### config.mk
export PLATFORM = sky130hd
export DESIGN_NAME = armDatapath
export DESIGN_NICKNAME = d
export VERILOG_FILES = /design/src/hw/dpPkg.sv /design/src/hw/stageIf.sv /design/src/hw/regFile.sv /design/src/hw/operandDecode.sv /design/src/hw/barrelShifter.sv /design/src/hw/aluUnit.sv /design/src/hw/execStage.sv /design/src/hw/armDatapath.sv
export VERILOG_INCLUDE_DIRS = /design/src /design/src/hw
export SDC_FILE = /design/constraint.sdc
export NUM_CORES = 2
export LEC_CHECK = 0
export BUFFER_PORTS_ARGS = -buffer_cell sky130_fd_sc_hd__clkbuf_2
export CELL_PAD_IN_SITES_DETAIL_PLACEMENT = 0
export CELL_PAD_IN_SITES_GLOBAL_PLACEMENT = 1
export CORE_MARGIN = 1
export CORE_UTILIZATION = 30
export CTS_BUF_LIST = sky130_fd_sc_hd__clkbuf_16
export CTS_CLUSTER_DIAMETER = 40
export DETAILED_ROUTE_END_ITERATION = 7
export PLACE_DENSITY = 0.59
export SYNTH_ARGS = -nofsm -noshare
export SYNTH_HDL_FRONTEND = slang
export SYNTH_SLANG_ARGS = --single-unit
export TNS_END_PERCENT = 50
### constraint.sdc
create_clock -name clk -period 7.6 [get_ports clk]
set_input_delay 2.28 -clock clk [delete_from_list [all_inputs] [get_ports clk]]
set_output_delay 2.28 -clock clk [all_outputs]
set_load 0.1 [all_outputs]
### src/hw/dp_defs.svh
`ifndef DP_DEFS_SVH
`define DP_DEFS_SVH

// Datapath word width
`define DP_XLEN 32

// Architectural registers, r15 is a plain register here
`define DP_NREGS 16

`endif

### src/hw/dpPkg.sv
package dpPkg;

  // Data-processing opcodes in ARM numbering
  typedef enum logic [3:0] {
    opAnd = 4'd0,
    opEor = 4'd1,
    opSub = 4'd2,
    opRsb = 4'd3,
    opAdd = 4'd4,
    opAdc = 4'd5,
    opSbc = 4'd6,
    opRsc = 4'd7,
    opTst = 4'd8,
    opTeq = 4'd9,
    opCmp = 4'd10,
    opCmn = 4'd11,
    opOrr = 4'd12,
    opMov = 4'd13,
    opBic = 4'd14,
    opMvn = 4'd15
  } aluOp_e;

  // Immediate shift kinds, encoding of instr[6:5]
  typedef enum logic [1:0] {
    shLsl = 2'd0,
    shLsr = 2'd1,
    shAsr = 2'd2,
    shRor = 2'd3
  } shiftType_e;

  // NZCV, n in the top bit
  typedef struct packed {
    logic n;
    logic z;
    logic c;
    logic v;
  } flags_t;

  // Operand 2 as rotated immediate (I = 1)
  typedef struct packed {
    logic [3:0] cond;
    logic [1:0] cls;
    logic       immBit;
    aluOp_e     opcode;
    logic       sBit;
    logic [3:0] rn;
    logic [3:0] rd;
    logic [3:0] rot;
    logic [7:0] imm8;
  } immVar_t;

  // Operand 2 as register shifted by immediate (I = 0)
  typedef struct packed {
    logic [3:0] cond;
    logic [1:0] cls;
    logic       immBit;
    aluOp_e     opcode;
    logic       sBit;
    logic [3:0] rn;
    logic [3:0] rd;
    logic [4:0] shiftAmt;
    shiftType_e shiftType;
    logic       regShift;
    logic [3:0] rm;
  } regVar_t;

  // One instruction word, the I bit picks the view
  typedef union packed {
    immVar_t immVar;
    regVar_t regVar;
  } instrWord_u;

endpackage

### src/hw/stageIf.sv
`timescale 1ns/1ps
`include "dp_defs.svh"

// Decode to execute pipeline bundle
interface stageIf;

  // Control
  logic                valid;
  dpPkg::aluOp_e       op;
  logic                setFlags;
  logic                writesRd;

  // Register indices, kept for forwarding compares
  logic [3:0]          rd;
  logic [3:0]          rnIdx;
  logic [3:0]          rmIdx;

  // Operand values as read in decode
  logic [`DP_XLEN-1:0] rnVal;
  logic [`DP_XLEN-1:0] rmVal;

  // Operand 2 selection and shift controls
  logic                useImm;
  logic [`DP_XLEN-1:0] immVal;
  logic                immRotated;
  dpPkg::shiftType_e   shiftType;
  logic [4:0]          shiftAmt;

  modport dec (output valid, op, setFlags, writesRd, rd, rnIdx, rmIdx, rnVal, rmVal,
               useImm, immVal, immRotated, shiftType, shiftAmt);
  modport exe (input valid, op, setFlags, writesRd, rd, rnIdx, rmIdx, rnVal, rmVal,
               useImm, immVal, immRotated, shiftType, shiftAmt);

endinterface

### src/hw/regFile.sv
`timescale 1ns/1ps
`include "dp_defs.svh"

module regFile (
  input  logic                clk,
  input  logic                arstN,
  input  logic                wrEn,
  input  logic [3:0]          wrAddr,
  input  logic [`DP_XLEN-1:0] wrData,
  input  logic [3:0]          rdAddrA,
  input  logic [3:0]          rdAddrB,
  output logic [`DP_XLEN-1:0] rdDataA,
  output logic [`DP_XLEN-1:0] rdDataB
);

  logic [`DP_XLEN-1:0] regs [`DP_NREGS];

  // Storage, all registers start at zero
  always_ff @(posedge clk or negedge arstN) begin
    if (!arstN) begin
      for (int i = 0; i < `DP_NREGS; i++) begin
        regs[i] <= '0;
      end
    end else if (wrEn) begin
      regs[wrAddr] <= wrData;
    end
  end

  // Combinational reads
  // Same-cycle write passes straight through, covers the distance-2 dependency
  always_comb begin
    rdDataA = regs[rdAddrA];
    rdDataB = regs[rdAddrB];
    if (wrEn && (wrAddr == rdAddrA)) begin
      rdDataA = wrData;
    end
    if (wrEn && (wrAddr == rdAddrB)) begin
      rdDataB = wrData;
    end
  end

endmodule

### src/hw/operandDecode.sv
`timescale 1ns/1ps
`include "dp_defs.svh"

module operandDecode (
  input  logic                clk,
  input  logic                arstN,
  input  logic                issue,
  input  dpPkg::instrWord_u   instr,
  input  logic [`DP_XLEN-1:0] rdDataA,
  input  logic [`DP_XLEN-1:0] rdDataB,
  output logic [3:0]          rdAddrA,
  output logic [3:0]          rdAddrB,
  stageIf.dec                 dec
);

  logic [2*`DP_XLEN-1:0] immPair;
  logic [`DP_XLEN-1:0]   immRot;
  logic [4:0]            rotAmt;
  logic                  writesRd;

  // ==============================
  // Field split and register read
  // ==============================

  // Rn is common to both views
  assign rdAddrA = instr.immVar.rn;
  // Rm only meaningful when I = 0, read anyway
  assign rdAddrB = instr.regVar.rm;

  // Rotated immediate, imm8 ror (2 * rot)
  assign rotAmt  = {instr.immVar.rot, 1'b0};
  // Doubled word shifted right, low half is the rotation
  assign immPair = {2{`DP_XLEN'(instr.immVar.imm8)}} >> rotAmt;
  assign immRot  = immPair[`DP_XLEN-1:0];

  // Compare ops only touch flags
  always_comb begin
    case (instr.immVar.opcode)
      dpPkg::opTst, dpPkg::opTeq, dpPkg::opCmp, dpPkg::opCmn: writesRd = 1'b0;
      default: writesRd = 1'b1;
    endcase
  end

  // ==============================
  // Decode to execute register
  // ==============================

  // Control, qualified by issue
  always_ff @(posedge clk or negedge arstN) begin
    if (!arstN) begin
      dec.valid    <= 1'b0;
      dec.setFlags <= 1'b0;
      dec.writesRd <= 1'b0;
    end else begin
      dec.valid    <= issue;
      dec.setFlags <= issue & instr.immVar.sBit;
      dec.writesRd <= issue & writesRd;
    end
  end

  // Payload, only loaded on an issued instruction
  always_ff @(posedge clk) begin
    if (issue) begin
      dec.op         <= instr.immVar.opcode;
      dec.rd         <= instr.immVar.rd;
      dec.rnIdx      <= rdAddrA;
      dec.rmIdx      <= rdAddrB;
      dec.rnVal      <= rdDataA;
      dec.rmVal      <= rdDataB;
      dec.useImm     <= instr.immVar.immBit;
      dec.immVal     <= immRot;
      dec.immRotated <= (instr.immVar.rot != 4'd0);
      dec.shiftType  <= instr.regVar.shiftType;
      dec.shiftAmt   <= instr.regVar.shiftAmt;
    end
  end

endmodule

### src/hw/barrelShifter.sv
`timescale 1ns/1ps
`include "dp_defs.svh"

module barrelShifter (
  input  logic [`DP_XLEN-1:0] value,
  input  dpPkg::shiftType_e   shiftType,
  input  logic [4:0]          shiftAmt,
  input  logic                carryIn,
  output logic [`DP_XLEN-1:0] result,
  output logic                carryOut
);

  // Immediate-amount shifter, ARM encoding rules
  // Carry out is the last bit shifted out
  always_comb begin
    result   = value;
    carryOut = carryIn;
    case (shiftType)
      dpPkg::shLsl: begin
        // LSL #0 leaves value and carry alone
        if (shiftAmt != 5'd0) begin
          result   = value << shiftAmt;
          carryOut = value[`DP_XLEN - shiftAmt];
        end
      end
      dpPkg::shLsr: begin
        if (shiftAmt == 5'd0) begin
          // Encodes LSR #32
          result   = '0;
          carryOut = value[`DP_XLEN-1];
        end else begin
          result   = value >> shiftAmt;
          carryOut = value[shiftAmt - 1];
        end
      end
      dpPkg::shAsr: begin
        if (shiftAmt == 5'd0) begin
          // Encodes ASR #32, sign fills the word
          result   = {`DP_XLEN{value[`DP_XLEN-1]}};
          carryOut = value[`DP_XLEN-1];
        end else begin
          result   = $signed(value) >>> shiftAmt;
          carryOut = value[shiftAmt - 1];
        end
      end
      default: begin
        if (shiftAmt == 5'd0) begin
          // RRX, old C enters at the top
          result   = {carryIn, value[`DP_XLEN-1:1]};
          carryOut = value[0];
        end else begin
          result   = (value >> shiftAmt) | (value << (`DP_XLEN - shiftAmt));
          carryOut = value[shiftAmt - 1];
        end
      end
    endcase
  end

endmodule

### src/hw/aluUnit.sv
`timescale 1ns/1ps
`include "dp_defs.svh"

module aluUnit (
  input  dpPkg::aluOp_e       op,
  input  logic [`DP_XLEN-1:0] srcA,
  input  logic [`DP_XLEN-1:0] srcB,
  input  dpPkg::flags_t       flagsIn,
  input  logic                shiftCarry,
  output logic [`DP_XLEN-1:0] result,
  output dpPkg::flags_t       flagsOut
);

  logic                isArith;
  logic                invertB;
  logic                reverseInputs;
  logic                aluCarryIn;
  logic [`DP_XLEN-1:0] addA;
  logic [`DP_XLEN-1:0] rawB;
  logic [`DP_XLEN-1:0] addB;
  logic [`DP_XLEN:0]   sum;

  // ==============================
  // Adder control
  // ==============================

  // Subtract as A + ~B + 1, reverse ops swap first
  always_comb begin
    isArith       = 1'b1;
    invertB       = 1'b0;
    reverseInputs = 1'b0;
    aluCarryIn    = 1'b0;
    case (op)
      dpPkg::opAdd, dpPkg::opCmn: aluCarryIn = 1'b0;
      dpPkg::opAdc: aluCarryIn = flagsIn.c;
      dpPkg::opSub, dpPkg::opCmp: begin
        invertB    = 1'b1;
        aluCarryIn = 1'b1;
      end
      dpPkg::opSbc: begin
        invertB    = 1'b1;
        aluCarryIn = flagsIn.c;
      end
      dpPkg::opRsb: begin
        invertB       = 1'b1;
        reverseInputs = 1'b1;
        aluCarryIn    = 1'b1;
      end
      dpPkg::opRsc: begin
        invertB       = 1'b1;
        reverseInputs = 1'b1;
        aluCarryIn    = flagsIn.c;
      end
      default: isArith = 1'b0;
    endcase
  end

  // Single shared adder
  assign addA = reverseInputs ? srcB : srcA;
  assign rawB = reverseInputs ? srcA : srcB;
  assign addB = invertB ? ~rawB : rawB;
  assign sum  = {1'b0, addA} + {1'b0, addB} + {{`DP_XLEN{1'b0}}, aluCarryIn};

  // ==============================
  // Result and flags
  // ==============================

  always_comb begin
    case (op)
      dpPkg::opAnd, dpPkg::opTst: result = srcA & srcB;
      dpPkg::opEor, dpPkg::opTeq: result = srcA ^ srcB;
      dpPkg::opOrr: result = srcA | srcB;
      dpPkg::opMov: result = srcB;
      dpPkg::opBic: result = srcA & ~srcB;
      dpPkg::opMvn: result = ~srcB;
      default: result = sum[`DP_XLEN-1:0];
    endcase
  end

  // C = 1 means no borrow; logical ops keep V and take the shifter carry
  always_comb begin
    flagsOut.n = result[`DP_XLEN-1];
    flagsOut.z = (result == '0);
    flagsOut.c = isArith ? sum[`DP_XLEN] : shiftCarry;
    flagsOut.v = isArith ? ((addA[`DP_XLEN-1] == addB[`DP_XLEN-1]) &&
                            (sum[`DP_XLEN-1] != addA[`DP_XLEN-1])) : flagsIn.v;
  end

endmodule

### src/hw/execStage.sv
`timescale 1ns/1ps
`include "dp_defs.svh"

module execStage (
  input  logic                clk,
  input  logic                arstN,
  stageIf.exe                 exe,
  output logic                wrEn,
  output logic [3:0]          wrAddr,
  output logic [`DP_XLEN-1:0] wrData,
  output logic                retire,
  output logic [3:0]          retireRd,
  output logic [`DP_XLEN-1:0] retireData,
  output logic                retireWrite,
  output dpPkg::flags_t       flags
);

  logic                fwdA;
  logic                fwdB;
  logic [`DP_XLEN-1:0] srcA;
  logic [`DP_XLEN-1:0] srcReg;
  logic [`DP_XLEN-1:0] shiftOut;
  logic                shiftCarry;
  logic [`DP_XLEN-1:0] op2;
  logic                op2Carry;
  logic [`DP_XLEN-1:0] aluOut;
  dpPkg::flags_t       aluFlags;
  logic                wbValid;
  logic                wbWrites;
  logic [3:0]          wbRd;
  logic [`DP_XLEN-1:0] wbData;

  // ==============================
  // Operand forwarding
  // ==============================

  // Instruction one ahead sits in the writeback register
  assign fwdA   = wbWrites && (wbRd == exe.rnIdx);
  assign fwdB   = wbWrites && (wbRd == exe.rmIdx);
  assign srcA   = fwdA ? wbData : exe.rnVal;
  assign srcReg = fwdB ? wbData : exe.rmVal;

  // Shifter sees the current C for RRX and LSL #0
  barrelShifter uShifter (
    .value     (srcReg),
    .shiftType (exe.shiftType),
    .shiftAmt  (exe.shiftAmt),
    .carryIn   (flags.c),
    .result    (shiftOut),
    .carryOut  (shiftCarry)
  );

  // Operand 2 and its carry, immediate carry is bit 31 only after a rotation
  assign op2      = exe.useImm ? exe.immVal : shiftOut;
  assign op2Carry = exe.useImm ? (exe.immRotated ? exe.immVal[`DP_XLEN-1] : flags.c)
                               : shiftCarry;

  aluUnit uAlu (
    .op         (exe.op),
    .srcA       (srcA),
    .srcB       (op2),
    .flagsIn    (flags),
    .shiftCarry (op2Carry),
    .result     (aluOut),
    .flagsOut   (aluFlags)
  );

  // ==============================
  // Flags and writeback register
  // ==============================

  always_ff @(posedge clk or negedge arstN) begin
    if (!arstN) begin
      flags    <= '0;
      wbValid  <= 1'b0;
      wbWrites <= 1'b0;
    end else begin
      if (exe.valid && exe.setFlags) begin
        flags <= aluFlags;
      end
      wbValid  <= exe.valid;
      wbWrites <= exe.valid && exe.writesRd;
    end
  end

  // Result kept for compares too, retire reports it
  always_ff @(posedge clk) begin
    if (exe.valid) begin
      wbRd   <= exe.rd;
      wbData <= aluOut;
    end
  end

  // Register file write one edge after retire
  assign wrEn        = wbWrites;
  assign wrAddr      = wbRd;
  assign wrData      = wbData;
  assign retire      = wbValid;
  assign retireRd    = wbRd;
  assign retireData  = wbData;
  assign retireWrite = wbWrites;

endmodule

### src/hw/armDatapath.sv
`timescale 1ns/1ps
`include "dp_defs.svh"

module armDatapath (
  input  logic                clk,
  input  logic                arstN,
  input  logic                issue,
  input  logic [`DP_XLEN-1:0] instr,
  output logic                retire,
  output logic [3:0]          retireRd,
  output logic [`DP_XLEN-1:0] retireData,
  output logic                retireWrite,
  output logic [3:0]          flags
);

  // Register file ports
  logic [3:0]          rdAddrA;
  logic [3:0]          rdAddrB;
  logic [`DP_XLEN-1:0] rdDataA;
  logic [`DP_XLEN-1:0] rdDataB;
  logic                wrEn;
  logic [3:0]          wrAddr;
  logic [`DP_XLEN-1:0] wrData;

  // Decode to execute bundle
  stageIf exIf ();

  regFile uRegFile (
    .clk     (clk),
    .arstN   (arstN),
    .wrEn    (wrEn),
    .wrAddr  (wrAddr),
    .wrData  (wrData),
    .rdAddrA (rdAddrA),
    .rdAddrB (rdAddrB),
    .rdDataA (rdDataA),
    .rdDataB (rdDataB)
  );

  operandDecode uDecode (
    .clk     (clk),
    .arstN   (arstN),
    .issue   (issue),
    .instr   (instr),
    .rdDataA (rdDataA),
    .rdDataB (rdDataB),
    .rdAddrA (rdAddrA),
    .rdAddrB (rdAddrB),
    .dec     (exIf.dec)
  );

  // Execute and writeback, flags shown as NZCV
  execStage uExec (
    .clk         (clk),
    .arstN       (arstN),
    .exe         (exIf.exe),
    .wrEn        (wrEn),
    .wrAddr      (wrAddr),
    .wrData      (wrData),
    .retire      (retire),
    .retireRd    (retireRd),
    .retireData  (retireData),
    .retireWrite (retireWrite),
    .flags       (flags)
  );

endmodule

==> reports/qor.txt <==
TIMING
-------------------------------------------------------------------------------------
Max-slew violations                                                                 0
Part of the cycle the worst path needs                                          97.8%
Final-report hold violation count                                                   0
Worst Tran Pin Value                                                          1090 ps
Relative slew margins                                                           26.7%
Final setup violation count                                                         0
Clock tree skew after final layout                                            73.9 ps
Achievable Freq                                                             0.134 GHz
Final worst path period need                                                  7440 ps

CRITICAL PATH
-------------------------------------------------------------------------------------
Startpoint of the worst-slack reg-to-reg timing path                     uDecode.dec.rmIdx[0]$_DFFE_PP_
Top cell family by delay on the critical path                            compound AO/OA/AOI/OAI gates
Critical path launch point                                               uDecode.dec.rmIdx[0]$_DFFE_PP_
Highest net fanout along the worst path                                             9
Worst Path Buf+Inv                                                                  6
CP max stage cell                                                              mux4_2
Crit-path most repeated cell                                                    buf_4
Kind of capture point of the worst setup path                                    flop
Required time of the worst setup path                                         8250 ps
Maximum cell stage delay along the critical path                               570 ps
CP Class                                                                      reg2reg
Worst path arrival time                                                       8090 ps
Startpoint type of the worst setup path                                          flop

PLACEMENT
-------------------------------------------------------------------------------------
Routability Congestion                                                           1.05
Detail Placement HPWL                                                          180 mm
Number of placed cells counting well taps                                        6922
Buffers on Ports                                                                   70

ROUTING
-------------------------------------------------------------------------------------
Detail Route Antenna Nets                                                           0
Via density per instance                                                         6.07
Total via count after detailed routing                                          43394
Detailed-route wire length per cell                                           34.5 um
Pre-Repair DR Iteration Count                                                       7
Violation count after the first detailed-route iteration                         4967
Final wirelength                                                               246 mm
DRC violation count after routing                                                   0

LOGIC SYNTHESIS
-------------------------------------------------------------------------------------
Post-synthesis area per instance                                            11.6 um^2
Number of flops mapped to enable cells by yosys                                   157
Synthesized netlist cell count                                                   4279
Leading cell type by number of instances after synthesis                       mux2_2
Number of flip-flops and latches in the synthesized netlist                       678
Yosys top cell by area                                                        dfrtp_1
Cell Area, Synth                                                          0.0495 mm^2
Post-synthesis sequential area ratio                                            35.9%
Yosys warning count                                                                 0
Number of distinct library cells after synthesis                                  102
Flip-flop cell with the highest count after synthesis                         dfrtp_1
Post-synthesis async set-or-reset flop share                                    76.8%
Syn Nets                                                                         4385
Ranking of synthesized cells by area                                     dfrtp_1, mux4_2, mux2_2
Top cell types by occurrence after synthesis                             mux2_2, dfrtp_1, mux4_2
Top cell type's share of synthesized area                                       26.4%

DIE
-------------------------------------------------------------------------------------
Number of placed I/O pins                                                          77
Chip width                                                                     408 um
Area of the core                                                           0.163 mm^2
Starting density of the core                                                    30.3%
Die height                                                                     408 um
Total die area                                                             0.166 mm^2
Row count                                                                         148

HOLD PATH
-------------------------------------------------------------------------------------
Launch point of the worst hold path                                      uDecode.dec.rd[0]$_DFFE_PP_
Class of the most critical hold timing path                                   reg2reg

FINAL LAYOUT
-------------------------------------------------------------------------------------
Total number of nets in the final design                                         4980
Util after Layout                                                               37.9%
Count of fill cells added during filler insertion                               15971
Cell Count, Final, Fillers Out                                                   7145
Share of post-route cells with drive strength above 1                           45.9%
Area growth from synthesis to final layout                                      25.2%

RUN
-------------------------------------------------------------------------------------
Total of max-cap violations                                                         0

RUN STATUS
-------------------------------------------------------------------------------------
Result of the run                                                        finished clean

PWR
-------------------------------------------------------------------------------------
Total Power                                                                  0.0194 W
Power per standard cell area                                              313 mW/mm^2
Reported leakage power                                                        25.8 nW
IR Drop Worst-Case VDD                                                       0.204 mV

CLOCKING
-------------------------------------------------------------------------------------
Clock-pin slew of the registers on the worst-case setup and hold paths          50 ps
Number of hold buffers added after cts                                              0
Clk sinks                                                                         678
Clock buffers created by TritonCTS                                                104
Later-pin clock latency in the skew report                                     750 ps
Maximum level of the CTS H-tree                                                     3
TritonCTS clock tree                                                              yes
Root Buffer                                                                 clkbuf_16
Buffer levels on the longest clock path                                             3

GRT
-------------------------------------------------------------------------------------
Tot GR Track Use                                                                28.9%
Via count of the first global-routing pass                                      42579
Pin count of the biggest net entering global routing                              169
Total congestion overflow                                                           0
Global-route wire length before repair                                         342 mm
Antenna violations before repair                                                   23

[metrics by stage]
stage               TNS, ps  hold slack (ps)  instance area [um^2]  setup WS, ps
global route          -23.1              435                 61900         -23.1
global placement      -1300              434                 57600          -372
CTS                       0              425                 61400          15.0
floorplan                 0              400                 49500          46.8
detailed placement     -755              405                 57600          -199
finish                    0              423                 61900           165
[registers in the layout, summed over array words and instances (netlist names)]
register                flops
uRegFile.regs             512
uDecode.dec.immVal         32
uDecode.dec.rmVal          32
uDecode.dec.rnVal          32
uExec.retireData           32
uDecode.dec.shiftAmt        5
uDecode.dec.op              4
uDecode.dec.rd              4
uDecode.dec.rmIdx           4
uDecode.dec.rnIdx           4
uExec.flags                 4
uExec.retireRd              4
uDecode.dec.shiftType       2
uDecode.dec.immRotated      1
uDecode.dec.setFlags        1
uDecode.dec.useImm          1
uDecode.dec.valid           1
uDecode.dec.writesRd        1
uExec.retire                1
uExec.retireWrite           1
[final timing paths]
kind | slack (ps) | cells past startpoint | to
setup / recovery | 160 | 31 | uExec.flags[2]$_DFFE_PN0P_
hold / removal | 420 | 0 | uExec.retireRd[0]$_DFFE_PP_
setup reg to reg | 160 | 31 | uExec.flags[2]$_DFFE_PN0P_
hold reg to reg | 420 | 0 | uExec.retireRd[0]$_DFFE_PP_
max in group asynchronous | 4400 | 2 | uDecode.dec.valid$_DFF_PN0_
min in group asynchronous | 1620 | 1 | uRegFile.regs[247]$_DFFE_PN0P_
[cells in the final DEF, fill, tap and decap left out, types with 41 or more instances in the layout]
| master | n |
|---|---|
| buf_4 | 793 |
| nand2_1 | 243 |
| mux4_2 | 410 |
| xnor2_1 | 49 |
| a21oi_1 | 199 |
| edfxtp_1 | 157 |
| nand3_1 | 78 |
| inv_1 | 78 |
| ha_1 | 67 |
| a211oi_1 | 41 |
| clkbuf_2 | 61 |
| mux2_2 | 612 |
| dfrtp_1 | 520 |
| mux2i_1 | 119 |
| nor2_1 | 259 |
| o21ai_0 | 176 |
| clkbuf_16 | 109 |
[worst reg2reg max path: cells and delay by family, from the launching register on]
family / cells / cell delay, ps
multiplexers: 2 / 650
flip-flops: 1 / 410
AO/OA/AOI/OAI: 13 / 3310
adder cells (fa/ha/maj): 1 / 260
buffers and inverters: 6 / 1040
XOR/XNOR: 3 / 620
AND/OR/NAND/NOR: 6 / 1040
[timing repair]
| action | in CTS | in global routing |
|---|---|---|
| resized for setup | 29 | 88 |
| setup endpoints to repair | 6 | 6 |
| cloned | 0 | 3 |
| setup buffers | 1 | 18 |
| pin swaps | 9 | 44 |
[where the power goes]
group          switching (W)  leakage [nW]  internal [W]
Sequential          0.000912          8.38       0.00487
Combinational        0.00475          15.6       0.00389
Clock                0.00197          1.78       0.00296
Total                0.00763          25.8        0.0117
[cell type report]
type / instances / area, um^2 / area share (%)
clock buffer: 106 / 2650 / 4.29
inverter: 75 / 282 / 0.455
timing repair buffer: 904 / 7190 / 11.6
multi-input combinational: 3111 / 30300 / 49.0
tap: 2175 / 2720 / 4.40
antenna: 6 / 15.0 / 0.0243
sequential: 678 / 17800 / 28.7
clock inverter: 90 / 976 / 1.58
[cells by family after synthesis]
kind of cell | after synthesis | synth area share [%]
xor gates and xnor gates | 77 | 1.42
and+or+nand+nor | 824 | 7.59
DFF | 678 | 35.9
adders and majority gates | 71 | 1.83
AOI/OAI and AO/OA | 992 | 14.0
muxes | 1147 | 35.2
buffers and inverters | 490 | 4.09
[layer usage]
layer | vias up | track usage (%) | part of all wire, %
met5 | - | 0 | 0.043
met4 | 16 | 12.8 | 5.1
met2 | 2083 | 43.9 | 44
met3 | 484 | 6.50 | 8.9
li1 | 18029 | - | -
met1 | 22782 | 39.3 | 42
No activity file was read; power rests on OpenSTA's default activity.
